==> config.mk <==
export PLATFORM = sky130hd
export DESIGN_NAME = config_mem
export DESIGN_NICKNAME = d
export VERILOG_FILES = /design/src/hw/tile_pkg.sv /design/src/hw/config_mem.sv
export VERILOG_INCLUDE_DIRS = /design/src /design/src/hw
export SDC_FILE = /design/constraint.sdc
export NUM_CORES = 2
export LEC_CHECK = 0
export BUFFER_PORTS_ARGS = -buffer_cell sky130_fd_sc_hd__buf_2
export CAP_MARGIN = 20
export CORE_ASPECT_RATIO = 0.5
export CORE_MARGIN = 2
export CORE_UTILIZATION = 45
export CTS_BUF_LIST = sky130_fd_sc_hd__clkbuf_8
export CTS_CLUSTER_SIZE = 40
export DETAILED_ROUTE_END_ITERATION = 8
export HOLD_SLACK_MARGIN = 0.05
export SKIP_LAST_GASP = 1
export SYNTH_ARGS = -nofsm -noshare
export SYNTH_HDL_FRONTEND = slang
export SYNTH_SLANG_ARGS = --single-unit
==> constraint.sdc <==
create_clock -name Clk -period 1.8 [get_ports Clk]
set_clock_uncertainty 0.1 [all_clocks]
set_input_delay 0.18 -clock Clk [delete_from_list [all_inputs] [get_ports Clk]]
set_output_delay 0.18 -clock Clk [all_outputs]
set_load 0.02 [all_outputs]
==> src/hw/tile_config.svh <==
`ifndef TILE_CONFIG_SVH
`define TILE_CONFIG_SVH

//////////////////////////////
// Array geometry
//////////////////////////////

// PEs in the array, one cond and one stall bit each
`define TILE_NB_PE 16
// Tile id selects one DMA address bit
`define TILE_ID_W 4

//////////////////////////////
// Datapath widths
//////////////////////////////

`define TILE_DATA_W 32
`define TILE_INST_W 21
// Performance counters
`define TILE_CNT_W 32

//////////////////////////////
// Memory depths
//////////////////////////////

// Instruction memory, 6-bit address
`define TILE_IM_DEPTH 64
// Constant register file, 5-bit address
`define TILE_CRF_DEPTH 32
// Local register file
`define TILE_RF_DEPTH 8

//////////////////////////////
// DMA address fields
//////////////////////////////

`define TILE_DMA_ADDR_W 23
// 1 selects the CRF, 0 the instruction memory
`define TILE_DMA_SEL_BIT 16
// Write address starts here
`define TILE_DMA_WADDR_LSB 17

`endif
==> src/hw/tile_pkg.sv <==
`default_nettype none

`include "tile_config.svh"

package tile_pkg;

  //////////////////////////////
  // Basic words
  //////////////////////////////

  typedef logic [`TILE_DATA_W-1:0] word_t;
  typedef logic [`TILE_INST_W-1:0] inst_t;
  // Instruction memory address
  typedef logic [$clog2(`TILE_IM_DEPTH)-1:0] inst_addr_t;
  // Operand address, CRF index or RF / neighbour code
  typedef logic [4:0] src_sel_t;

  // Opcode encoding
  typedef enum logic [5:0] {
    NOP  = 6'h00,
    ADD  = 6'h01,
    SUB  = 6'h02,
    AND  = 6'h03,
    OR   = 6'h04,
    XOR  = 6'h05,
    SLT  = 6'h06,
    BR   = 6'h13,
    JMP  = 6'h14,
    EXIT = 6'h1F
  } opcode_t;

  // Neighbour source codes
  localparam src_sel_t SRC_N = 5'h09;
  localparam src_sel_t SRC_S = 5'h0A;
  localparam src_sel_t SRC_E = 5'h0B;
  localparam src_sel_t SRC_W = 5'h0C;

  //////////////////////////////
  // Instruction fields
  //////////////////////////////

  localparam int OPC_LSB       = 0;
  localparam int OPC_MSB       = 5;
  localparam int DST_LSB       = 6;
  localparam int DST_MSB       = 8;
  localparam int OP0_CONST_BIT = 9;
  localparam int OP0_ADDR_LSB  = 10;
  localparam int OP0_ADDR_MSB  = 14;
  localparam int OP1_CONST_BIT = 15;
  localparam int OP1_ADDR_LSB  = 16;
  localparam int OP1_ADDR_MSB  = 20;
  // NOP count overlays dst and part of op0
  localparam int NOP_CNT_LSB   = 6;
  localparam int NOP_CNT_MSB   = 10;
  localparam int NOP_CNT_W     = NOP_CNT_MSB - NOP_CNT_LSB + 1;
  // JMP and taken BR target
  localparam int TGT_T_LSB     = 6;
  localparam int TGT_T_MSB     = 11;
  // Not-taken BR target
  localparam int TGT_NT_LSB    = 12;
  localparam int TGT_NT_MSB    = 17;

endpackage

`default_nettype wire

==> src/hw/config_mem.sv <==
`timescale 1ns/100ps
`default_nettype none

module config_mem import tile_pkg::*; #(
  parameter type payload_t = word_t,
  parameter int  DEPTH     = 32
) (
  input  logic                     Clk,
  input  logic                     Reset,
  // DMA write port
  input  logic                     we_i,
  input  logic [$clog2(DEPTH)-1:0] waddr_i,
  input  payload_t                 wdata_i,
  // Two combinational read ports
  input  logic [$clog2(DEPTH)-1:0] raddr0_i,
  output payload_t                 rdata0_o,
  input  logic [$clog2(DEPTH)-1:0] raddr1_i,
  output payload_t                 rdata1_o
);

  // Storage
  payload_t mem_q [DEPTH];

  //////////////////////////////
  // Write side
  //////////////////////////////

  // Whole array cleared on reset, then loaded word by word
  always_ff @(posedge Clk or negedge Reset) begin
    if (!Reset) begin
      for (int i = 0; i < DEPTH; i++) begin
        mem_q[i] <= '0;
      end
    end else if (we_i) begin
      mem_q[waddr_i] <= wdata_i;
    end
  end

  //////////////////////////////
  // Read side
  //////////////////////////////

  // Same-cycle reads, no output register
  assign rdata0_o = mem_q[raddr0_i];
  assign rdata1_o = mem_q[raddr1_i];

endmodule

`default_nettype wire

==> impl_results.md <==
- Outcome: complete, but fails checks
- Violated checks: setup timing
- Num rows: 91
- Area delta synth->final: 20.78%
- Flip-flop count of the largest register after layout: around 1000
- Placed wire-length estimate: 130200 microns
- RSZ-0062 raised after global routing: true
- CP Max Fanout: 3
- Critical Path RT: approximately 1500 ps
- Max Clock Freq: roughly 0.38 GHz
- Buf+Inv Stages, Crit Path: 2
- Hold WC Path Type: input port to flop
- Final non-filler cell total: just under 7000
- Total number of H-tree levels: 4
- Fin crit period: roughly 2700 ps
- Arr. time, crit path: between 2000 and 2500 ps
- Top cell type's share of synthesized area: roughly 46%
- Die Y: between 200 and 300 microns
- Setup violators final: between 80 and 90
- Layout cells sized above 1: about two fifths
- Yosys warnings: 0
- Commonest non-fill, non-tap cell in the layout: dfrtp_1
- Die W: 504.0 microns
- Slew @ Worst Pin: a little over 800 ps
- Total track usage: a little under a third
- Vias in the first global route: around 43000
- Number of flops mapped to enable cells by yosys: 0
- Core Box Area: 123700 sq um
- Critical Path Source Type: flop
- Top cells by area, synth: dfrtp_1 (46%), mux2_2 (20%), mux2i_1 (18%), a22oi_1 (2.6%), a22o_1 (2.0%)
- Biggest area consumer among synthesized cells: dfrtp_1
- GP Congestion: around 0.90
- Post-Route M1 WL: about 90000 microns
- Wire length per cell: between 20 and 30 microns
- Main synth FF type: dfrtp_1
- Reg2reg path depth: 2
- Pwr Density: ~1000 nW/um^2
- Final slew viol count: 0
- Ys async rst share: 100.0%
- Max_cap viols: 0
- Initial Util: a little under half
- CP top delay family: compound AO/OA/AOI/OAI gates
- First-pass DRT Iterations: 5
- Global-route wire length before repair: ~290000 microns
- 1st-iter DRT viols: 3841
- Post-route ant nets: 0
- Seq cells post-synth: 1024
- Mapped Cells: 4605
- Worst setup path startpoint: mem_q[833]$_DFFE_PN0P_
- Total gr overflow: 0
- CTS max path bufs: 3
- Largest net degree at the start of global routing: 95
- Crit Path Category: flop to primary output
- Clock sink count: a little over 1000
- Biggest register: mem_q
- CTS tree: yes
- Die ar.: approximately 130000 sq um
- Delay of the slowest critical-path stage: approximately 400 ps
- Cts bufs inserted: 160
- Worst setup path end: rdata0_o[1]
- I/O pin total: ~110
- Syn_nets: between 4000 and 5000
- Clk pin slew, worst setup/hold paths: around 60 ps
- Hold_sp: we_i
- Lkg Pwr: between 30 and 40 nW
- Setup_tns: -45340 ps
- Antenna violations before repair: 4
- Detailed Route WL: just under 200000 microns
- PortBufs: roughly 110
- Dpl cells: approximately 6500
- Slowest cell on crit path: dfrtp_1
- R2R Path End: mem_q[524]$_DFFE_PN0P_
- Vias per cell: ~6
- Maximum vdd drop: between 0.7 and 0.8 mV
- Root Buffer: clkbuf_8
- Final worst setup slack: -856.4 ps
- R2r startpoint: mem_q[524]$_DFFE_PN0P_
- Number of cells on the critical path: 7
- R2R setup slack: 330 ps
- Distinct cells, synth: 28
- Met3 wire length: approximately 16000 microns
- Syn avg cell area: roughly 12 sq um
- Cell mode on critical path: buf_6
- Final net count: 5077
- Clk Latency, worst-skew pair: 870 ps
- Post-synthesis sequential area ratio: between 40% and 50%
- Most frequent cells in the layout: dfrtp_1 (1024), mux2i_1 (1023), mux2_2 (987)
- CP endpoint kind: primary output
- Max-slew headroom: 45.99%
- Top flop regs: mem_q: 1024 flops
- Synth Cell Area: approximately 56000 sq um
- Final Cycle Share: 147.6%
- Top Metal Used: met4
- Final Hold Viols: 0
- Ordered list of cells on the worst path: mux2i_1 -> a22o_1 -> nor3_2 -> a31oi_2 -> nand3_2 -> buf_6 -> buf_6
- Drt drc: 0
- WL met2: 84450 microns
- Via Count: about 42000
## where the power goes
group          internal (mW)  switching [mW]
clock network           10.5            9.59
registers               27.5            3.46
logic                   8.23            7.38
## cell usage after synthesis, types with 2 or more instances
cell type / number
dfrtp_1: 1024
mux2i_1: 1024
mux2_2: 987
nand2_1: 211
nand3_1: 194
a21oi_1: 192
a22oi_1: 192
clkbuf_1: 190
a22o_1: 128
buf_2: 110
nor3_1: 65
a31oi_1: 64
buf_4: 59
buf_6: 57
mux2_1: 37
buf_1: 28
nor2_4: 16
nand2b_1: 4
nand3b_1: 4
nor2b_1: 4
nor2_1: 3
nor3b_2: 3
or2_2: 3
and2_1: 2
## per-stage QoR
step	hold WS, ps	setup slack, ps	util [%]	cell area, sq um	power (mW)
after floorplan	-215.6	24.29	-	56250	40.37
after global placement	-4.489	-508.2	50.93	62980	45.27
after detailed placement	1.093	-525.1	50.93	62980	45.99
after CTS	46.57	-904.1	54.73	67680	66.85
after global routing	81.87	-921.7	54.94	67930	69.95
final	76.46	-856.4	54.94	67930	66.76
## worst reg2reg max path, cell delays in order (launching register included)
cell and delay (ps):
dfrtp_1 410, mux2_2 270, dlygate4sd3_1 570
## timing repair
item / in CTS / in global routing
setup buffers: 3 / 12
gates resized for setup: 245 / 44
endpoints found under the setup margin: 64 / 67
endpoints found under the hold margin: 2048 / 0
pin swaps: 116 / 117
hold buffers: 45 / 0
## logic make-up (layout without fill, tap and decap cells)
| kind of cell | after synthesis | in the layout | synth area share [%] |
|---|---|---|---|
| flip-flops | 1024 | 1024 | 45.56 |
| AO/OA/AOI/OAI | 576 | 576 | 6.976 |
| AND/OR/NAND/NOR | 513 | 513 | 4.378 |
| multiplexers | 2048 | 2048 | 38.72 |
| buffers and inverters | 444 | 972 | 4.362 |
| other | 0 | 4 | 0 |
## worst min-delay path by stage
stage | end | slack [ps] | cells past startpoint
6_report | mem_q[844]$_DFFE_PN0P_ | 80 | 7
5_1_grt | mem_q[844]$_DFFE_PN0P_ | 80 | 7
4_1_cts | mem_q[844]$_DFFE_PN0P_ | 50 | 7
3_5_place_dp | mem_q[91]$_DFFE_PN0P_ | 1 | 1
3_3_place_gp | mem_q[513]$_DFFE_PN0P_ | -4 | 1
2_1_floorplan | mem_q[0]$_DFFE_PN0P_ | -220 | 0
## metal layers
metal  GRT usage (%)  vias up
li1                -    17900
met3           5.935      312
met1           44.02    21930
met2           44.67     1594
met5               0        -
met4           9.575        0
## layout make-up
class	instances	area, sq um
repair buffers	704	7928
fillers	10350	55720
clock inverters	63	347.8
multi-input cells	3137	29110
clock buffers	205	2821
diodes	4	10.01
flip-flops and latches	1024	25620
well taps	1674	2095
Power figures use the tool's default switching activity.
