**config.mk**
```make
export PLATFORM = sky130hd
export DESIGN_NAME = pe_controller
export DESIGN_NICKNAME = d
export VERILOG_FILES = /design/src/hw/tile_pkg.sv /design/src/hw/pe_controller.sv
export VERILOG_INCLUDE_DIRS = /design/src /design/src/hw
export SDC_FILE = /design/constraint.sdc
export NUM_CORES = 1
export LEC_CHECK = 0
export ABC_CLOCK_PERIOD_IN_PS = 5410
export BUFFER_PORTS_ARGS = -buffer_cell sky130_fd_sc_hd__buf_2
export CAP_MARGIN = 20
export CORE_ASPECT_RATIO = 0.8
export CORE_UTILIZATION = 55
export CTS_CLUSTER_SIZE = 10
export DETAILED_ROUTE_END_ITERATION = 6
export GPL_ROUTABILITY_DRIVEN = 1
export GPL_TIMING_DRIVEN = 0
export PLACE_DENSITY = 0.95
export SLEW_MARGIN = 20
export SYNTH_ARGS = -nofsm -noshare
export SYNTH_HDL_FRONTEND = slang
export SYNTH_SLANG_ARGS = --single-unit
```
**constraint.sdc**
```tcl
create_clock -name Clk -period 5.41 [get_ports Clk]
set_input_delay 1.082 -clock Clk [delete_from_list [all_inputs] [get_ports Clk]]
set_output_delay 1.082 -clock Clk [all_outputs]
set_load 0.005 [all_outputs]
```
**src/hw/tile_config.svh**
```systemverilog
`ifndef TILE_CONFIG_SVH
`define TILE_CONFIG_SVH

//////////////////////////////
// Array geometry
//////////////////////////////

// PEs in the array, one cond and one stall bit each
`define TILE_NB_PE 16
// Tile id selects one DMA address bit
`define TILE_ID_W 4

//////////////////////////////
// Datapath widths
//////////////////////////////

`define TILE_DATA_W 32
`define TILE_INST_W 21
// Performance counters
`define TILE_CNT_W 32

//////////////////////////////
// Memory depths
//////////////////////////////

// Instruction memory, 6-bit address
`define TILE_IM_DEPTH 64
// Constant register file, 5-bit address
`define TILE_CRF_DEPTH 32
// Local register file
`define TILE_RF_DEPTH 8

//////////////////////////////
// DMA address fields
//////////////////////////////

`define TILE_DMA_ADDR_W 23
// 1 selects the CRF, 0 the instruction memory
`define TILE_DMA_SEL_BIT 16
// Write address starts here
`define TILE_DMA_WADDR_LSB 17

`endif
```
**src/hw/tile_pkg.sv**
```systemverilog
`default_nettype none

`include "tile_config.svh"

package tile_pkg;

  //////////////////////////////
  // Basic words
  //////////////////////////////

  typedef logic [`TILE_DATA_W-1:0] word_t;
  typedef logic [`TILE_INST_W-1:0] inst_t;
  // Instruction memory address
  typedef logic [$clog2(`TILE_IM_DEPTH)-1:0] inst_addr_t;
  // Operand address, CRF index or RF / neighbour code
  typedef logic [4:0] src_sel_t;

  // Opcode encoding
  typedef enum logic [5:0] {
    NOP  = 6'h00,
    ADD  = 6'h01,
    SUB  = 6'h02,
    AND  = 6'h03,
    OR   = 6'h04,
    XOR  = 6'h05,
    SLT  = 6'h06,
    BR   = 6'h13,
    JMP  = 6'h14,
    EXIT = 6'h1F
  } opcode_t;

  // Neighbour source codes
  localparam src_sel_t SRC_N = 5'h09;
  localparam src_sel_t SRC_S = 5'h0A;
  localparam src_sel_t SRC_E = 5'h0B;
  localparam src_sel_t SRC_W = 5'h0C;

  //////////////////////////////
  // Instruction fields
  //////////////////////////////

  localparam int OPC_LSB       = 0;
  localparam int OPC_MSB       = 5;
  localparam int DST_LSB       = 6;
  localparam int DST_MSB       = 8;
  localparam int OP0_CONST_BIT = 9;
  localparam int OP0_ADDR_LSB  = 10;
  localparam int OP0_ADDR_MSB  = 14;
  localparam int OP1_CONST_BIT = 15;
  localparam int OP1_ADDR_LSB  = 16;
  localparam int OP1_ADDR_MSB  = 20;
  // NOP count overlays dst and part of op0
  localparam int NOP_CNT_LSB   = 6;
  localparam int NOP_CNT_MSB   = 10;
  localparam int NOP_CNT_W     = NOP_CNT_MSB - NOP_CNT_LSB + 1;
  // JMP and taken BR target
  localparam int TGT_T_LSB     = 6;
  localparam int TGT_T_MSB     = 11;
  // Not-taken BR target
  localparam int TGT_NT_LSB    = 12;
  localparam int TGT_NT_MSB    = 17;

endpackage

`default_nettype wire

```
**src/hw/pe_controller.sv**
```systemverilog
`timescale 1ns/100ps
`default_nettype none

`include "tile_config.svh"

module pe_controller import tile_pkg::*; (
  input  logic                   Clk,
  input  logic                   Reset,
  input  logic                   exec_start_i,
  input  logic [`TILE_NB_PE-1:0] cond_i,
  input  logic [`TILE_NB_PE-1:0] stall_i,
  input  inst_t                  inst_i,
  output inst_addr_t             inst_addr_o,
  output logic                   exec_o,
  output logic                   run_en_o,
  output logic                   end_exec_o,
  output logic [`TILE_CNT_W-1:0] ins_count_o,
  output logic [`TILE_CNT_W-1:0] cycle_count_o
);

  opcode_t                opcode;
  logic                   global_cond;
  logic                   global_stall;
  logic                   nop_wait;
  logic                   exit_issue;
  logic                   nop_multi;
  logic [NOP_CNT_W-1:0]   nop_len;
  logic [NOP_CNT_W-1:0]   nop_cnt_q;
  inst_addr_t             addr_q;
  inst_addr_t             addr_inc;
  inst_addr_t             addr_next;
  logic                   exec_q;
  logic                   end_q;
  logic [`TILE_CNT_W-1:0] ins_cnt_q;
  logic [`TILE_CNT_W-1:0] cyc_cnt_q;

  //////////////////////////////
  // Array-wide OR
  //////////////////////////////

  // Any PE raising cond takes the branch
  assign global_cond  = |cond_i;
  // Any PE stalling freezes every tile
  assign global_stall = |stall_i;

  assign opcode  = opcode_t'(inst_i[OPC_MSB:OPC_LSB]);
  assign nop_len = inst_i[NOP_CNT_MSB:NOP_CNT_LSB];

  // Count still running from a long NOP
  assign nop_wait = (nop_cnt_q != '0);
  // One instruction issues per enabled cycle
  assign run_en_o = exec_q & ~global_stall & ~nop_wait;

  assign exit_issue = run_en_o && (opcode == EXIT);
  // NOP of one cycle behaves like any other step
  assign nop_multi  = (opcode == NOP) && (nop_len > NOP_CNT_W'(1));

  //////////////////////////////
  // Address sequencer
  //////////////////////////////

  assign addr_inc = addr_q + 1'b1;

  always_comb begin
    case (opcode)
      EXIT:    addr_next = '0;
      JMP:     addr_next = inst_i[TGT_T_MSB:TGT_T_LSB];
      // Taken and fall-through targets both encoded
      BR:      addr_next = global_cond ? inst_i[TGT_T_MSB:TGT_T_LSB]
                                       : inst_i[TGT_NT_MSB:TGT_NT_LSB];
      default: addr_next = addr_inc;
    endcase
  end

  // Stall freezes address and NOP count alike
  always_ff @(posedge Clk or negedge Reset) begin
    if (!Reset) begin
      addr_q    <= '0;
      nop_cnt_q <= '0;
    end else if (!global_stall) begin
      if (run_en_o) begin
        if (nop_multi) begin
          // Hold for count-1 more cycles
          nop_cnt_q <= nop_len - 1'b1;
        end else begin
          addr_q <= addr_next;
        end
      end else if (nop_wait) begin
        nop_cnt_q <= nop_cnt_q - 1'b1;
        // Last wait cycle moves on
        if (nop_cnt_q == NOP_CNT_W'(1)) begin
          addr_q <= addr_inc;
        end
      end
    end
  end

  //////////////////////////////
  // Execute flag, end pulse
  //////////////////////////////

  // Start sets, issued EXIT clears; end follows the clearing edge
  always_ff @(posedge Clk or negedge Reset) begin
    if (!Reset) begin
      exec_q <= 1'b0;
      end_q  <= 1'b0;
    end else begin
      end_q <= exit_issue;
      if (exec_start_i) begin
        exec_q <= 1'b1;
      end else if (exit_issue) begin
        exec_q <= 1'b0;
      end
    end
  end

  //////////////////////////////
  // Performance counters
  //////////////////////////////

  // Issued instructions, and all cycles in exec including stalls
  always_ff @(posedge Clk or negedge Reset) begin
    if (!Reset) begin
      ins_cnt_q <= '0;
      cyc_cnt_q <= '0;
    end else begin
      if (run_en_o) begin
        ins_cnt_q <= ins_cnt_q + 1'b1;
      end
      if (exec_q) begin
        cyc_cnt_q <= cyc_cnt_q + 1'b1;
      end
    end
  end

  assign inst_addr_o   = addr_q;
  assign exec_o        = exec_q;
  assign end_exec_o    = end_q;
  assign ins_count_o   = ins_cnt_q;
  assign cycle_count_o = cyc_cnt_q;

endmodule

`default_nettype wire

```
==> results.ini <==
[place]
portBuffers=125
place.gp.congestion=0.821
dp_hpwl_um=7250

[sta]
finClkSkew_ns=0.00675
fin_tns_setup_ns=0
slew_headroom=0.491
worst_hold_slack_ns=0.470
tightestPinTransition_ns=0.756
finalSetupViolations=0
slew_violations=0
hold_violations=0
max_freq_mhz=282
timing.final.crit_share=0.655
fin_crit_ns=3.55
rsz0062_at_grt=no

[worst_hold_path]
hold_class=flip-flop to flip-flop
min-delay-start=ins_count_o[31]$_DFFE_PN0N_

[clock_tree]
post-cts-setup-buffers=0
cts_buffer_depth=2
cts_resized=0
tritoncts=yes
cts.sinks=77
numCtsBuffers=9
root_buffer=clkbuf_8
htreeDepth=3
clkTransAtPathRegs_ns=0.08
clock_latency_ns=0.35
ctsHoldBuffers=0

[setup_path]
critPathMaxFanout=7
cpMostUsedCell=buf_2
crit_path_cell_trace=buf_2 > nor4_1 > and4_1 > nand2_1 > inv_1 > buf_2
max_stage_delay_ns=0.35
crit_arrival_ns=2.46
worst_ep_required_time_ns=4.33
critPathLaunchType=input pin
r2r_start=nop_cnt_q[0]$_DFFE_PN0P_
startpoint=stall_i[1]
endpoint_kind=output port
path_class=input pin to output port
critPathSlowestCell=nor4_1

[synthesis]
synthArstFlopShare=1.00
ys_types=53
synth_seq_area_share=0.488
syn_nets=441
syn_inst=377
synth_edf_count=0
synthFlopType=dfrtp_1
syn_area_per_cell_um2=10.5
netlist_area_mm2=0.00395
synth-seq-cells=77
ys_warn_count=0

[floorplan]
num_rows=27
die_w_um=96.8
initial_utilization=0.570
ios=129
die_h_um=77.8
fp.coreArea_mm2=0.00693
dieArea_mm2=0.00753

[outcome]
status=finished clean

[final_layout]
mostFrequentLayoutCells=buf_2, dfrtp_1, xnor2_1, nand2_1, nand3_1
nets=578
n_antenna_cell=0
syn_to_final_growth_pct=23.8
drive_gt1_frac=0.312
final_common_cell=buf_2

[drt]
viasPerCell=5.76
dr.first_iter.drc_count=147
finalWirelength_um=9440
routed-via-count=3493
ant_nets=0
wl_per_cell_um=15.6
drt-pass1-iter-count=4
drc=0

[grt]
grt_pass1_vias=3399
grt_pass1_wl_um=15800
grt_max_degree=47
grt_overflow=0
antenna_found_initial=0
grt_usage=0.265

[flow_run]
max-cap-violations=0

[power]
worst_ir_drop_vdd_uv=97.2
leakagePower_nw=2.43
power_density_mw_per_mm2=209

[final timing paths]
check	to	slack (ns)	cells after the start
setup / recovery	run_en_o	1.86	6
hold / removal	ins_count_o[31]$_DFFE_PN0N_	0.47	1
setup reg to reg	ins_count_o[29]$_DFFE_PN0N_	2.92	7
hold reg to reg	ins_count_o[31]$_DFFE_PN0N_	0.47	1
max in group asynchronous	ins_count_o[26]$_DFFE_PN0N_	4.16	2
min in group asynchronous	cycle_count_o[15]$_DFFE_PN0P_	0.66	1
[critical path: cells and delay by family]
kind	cells	cell delay, ns
buf+inv	3	0.50
simple gates	3	0.88
[kinds of logic (layout without fill, tap and decap cells)]
kind of cell,Yosys count,after routing,synth area share
buffers and inverters,19,161,0.0190
DFF,77,77,0.488
AOI/OAI and AO/OA,44,44,0.0877
adders and majority gates,8,8,0.0253
and+or+nand+nor,160,160,0.225
muxes,3,3,0.00855
xor gates and xnor gates,66,66,0.146
[cells in the mapped netlist, types with 5 or more instances]
library cell | number | share of area
ha_1 | 8 | 0.025
xor2_1 | 17 | 0.038
dfrtp_1 | 77 | 0.49
nand3_1 | 28 | 0.035
nor2_1 | 15 | 0.014
nor3_1 | 11 | 0.014
nor4_1 | 13 | 0.021
nand4_1 | 25 | 0.040
xnor2_1 | 49 | 0.11
and4_1 | 5 | 0.011
nand2_1 | 33 | 0.031
inv_1 | 11 | 0.010
and3_1 | 13 | 0.021
[routing by layer]
metal	routed length (um)	up-vias	track usage	part of all wire
met4	97	0	0.0716	0.010
met3	546	9	0.0721	0.058
met1	4050	1678	0.326	0.43
met5	0	-	0	0
met2	4750	145	0.462	0.50
li1	-	1661	-	-
[report_power, final]
| part | switching (mW) | internal, mW |
|---|---|---|
| clock network | 0.215 | 0.181 |
| registers | 0.000988 | 0.576 |
| logic | 0.0284 | 0.0221 |
[registers in the layout, indices dropped and copies added, names as in the netlist]
name / flops
cycle_count_o: 32
ins_count_o: 32
inst_addr_o: 6
nop_cnt_q: 5
end_exec_o: 1
exec_o: 1
[through the flow]
stage | std cells | utilization | setup slack (ns) | cell area, um^2 | total power [mW]
after floorplan | 377 | - | 2.39 | 3950 | 0.600
after CTS | 606 | 0.706 | 1.86 | 4890 | 1.03
after global placement | 589 | 0.676 | 1.93 | 4680 | 0.635
after global routing | 606 | 0.706 | 1.67 | 4890 | 1.07
final | 606 | 0.706 | 1.86 | 4890 | 1.02
after detailed placement | 590 | 0.680 | 1.87 | 4710 | 0.639
[layout make-up]
class,count,area (um^2)
plain buffers,8,33.8
clock buffers,10,138
clock inverters,6,46.3
fillers,533,2030
inverters,11,41.3
multi-input cells,281,1950
flip-flops and latches,77,1930
well taps,87,109
repair buffers,126,648
(Power assumes the default switching activity.)
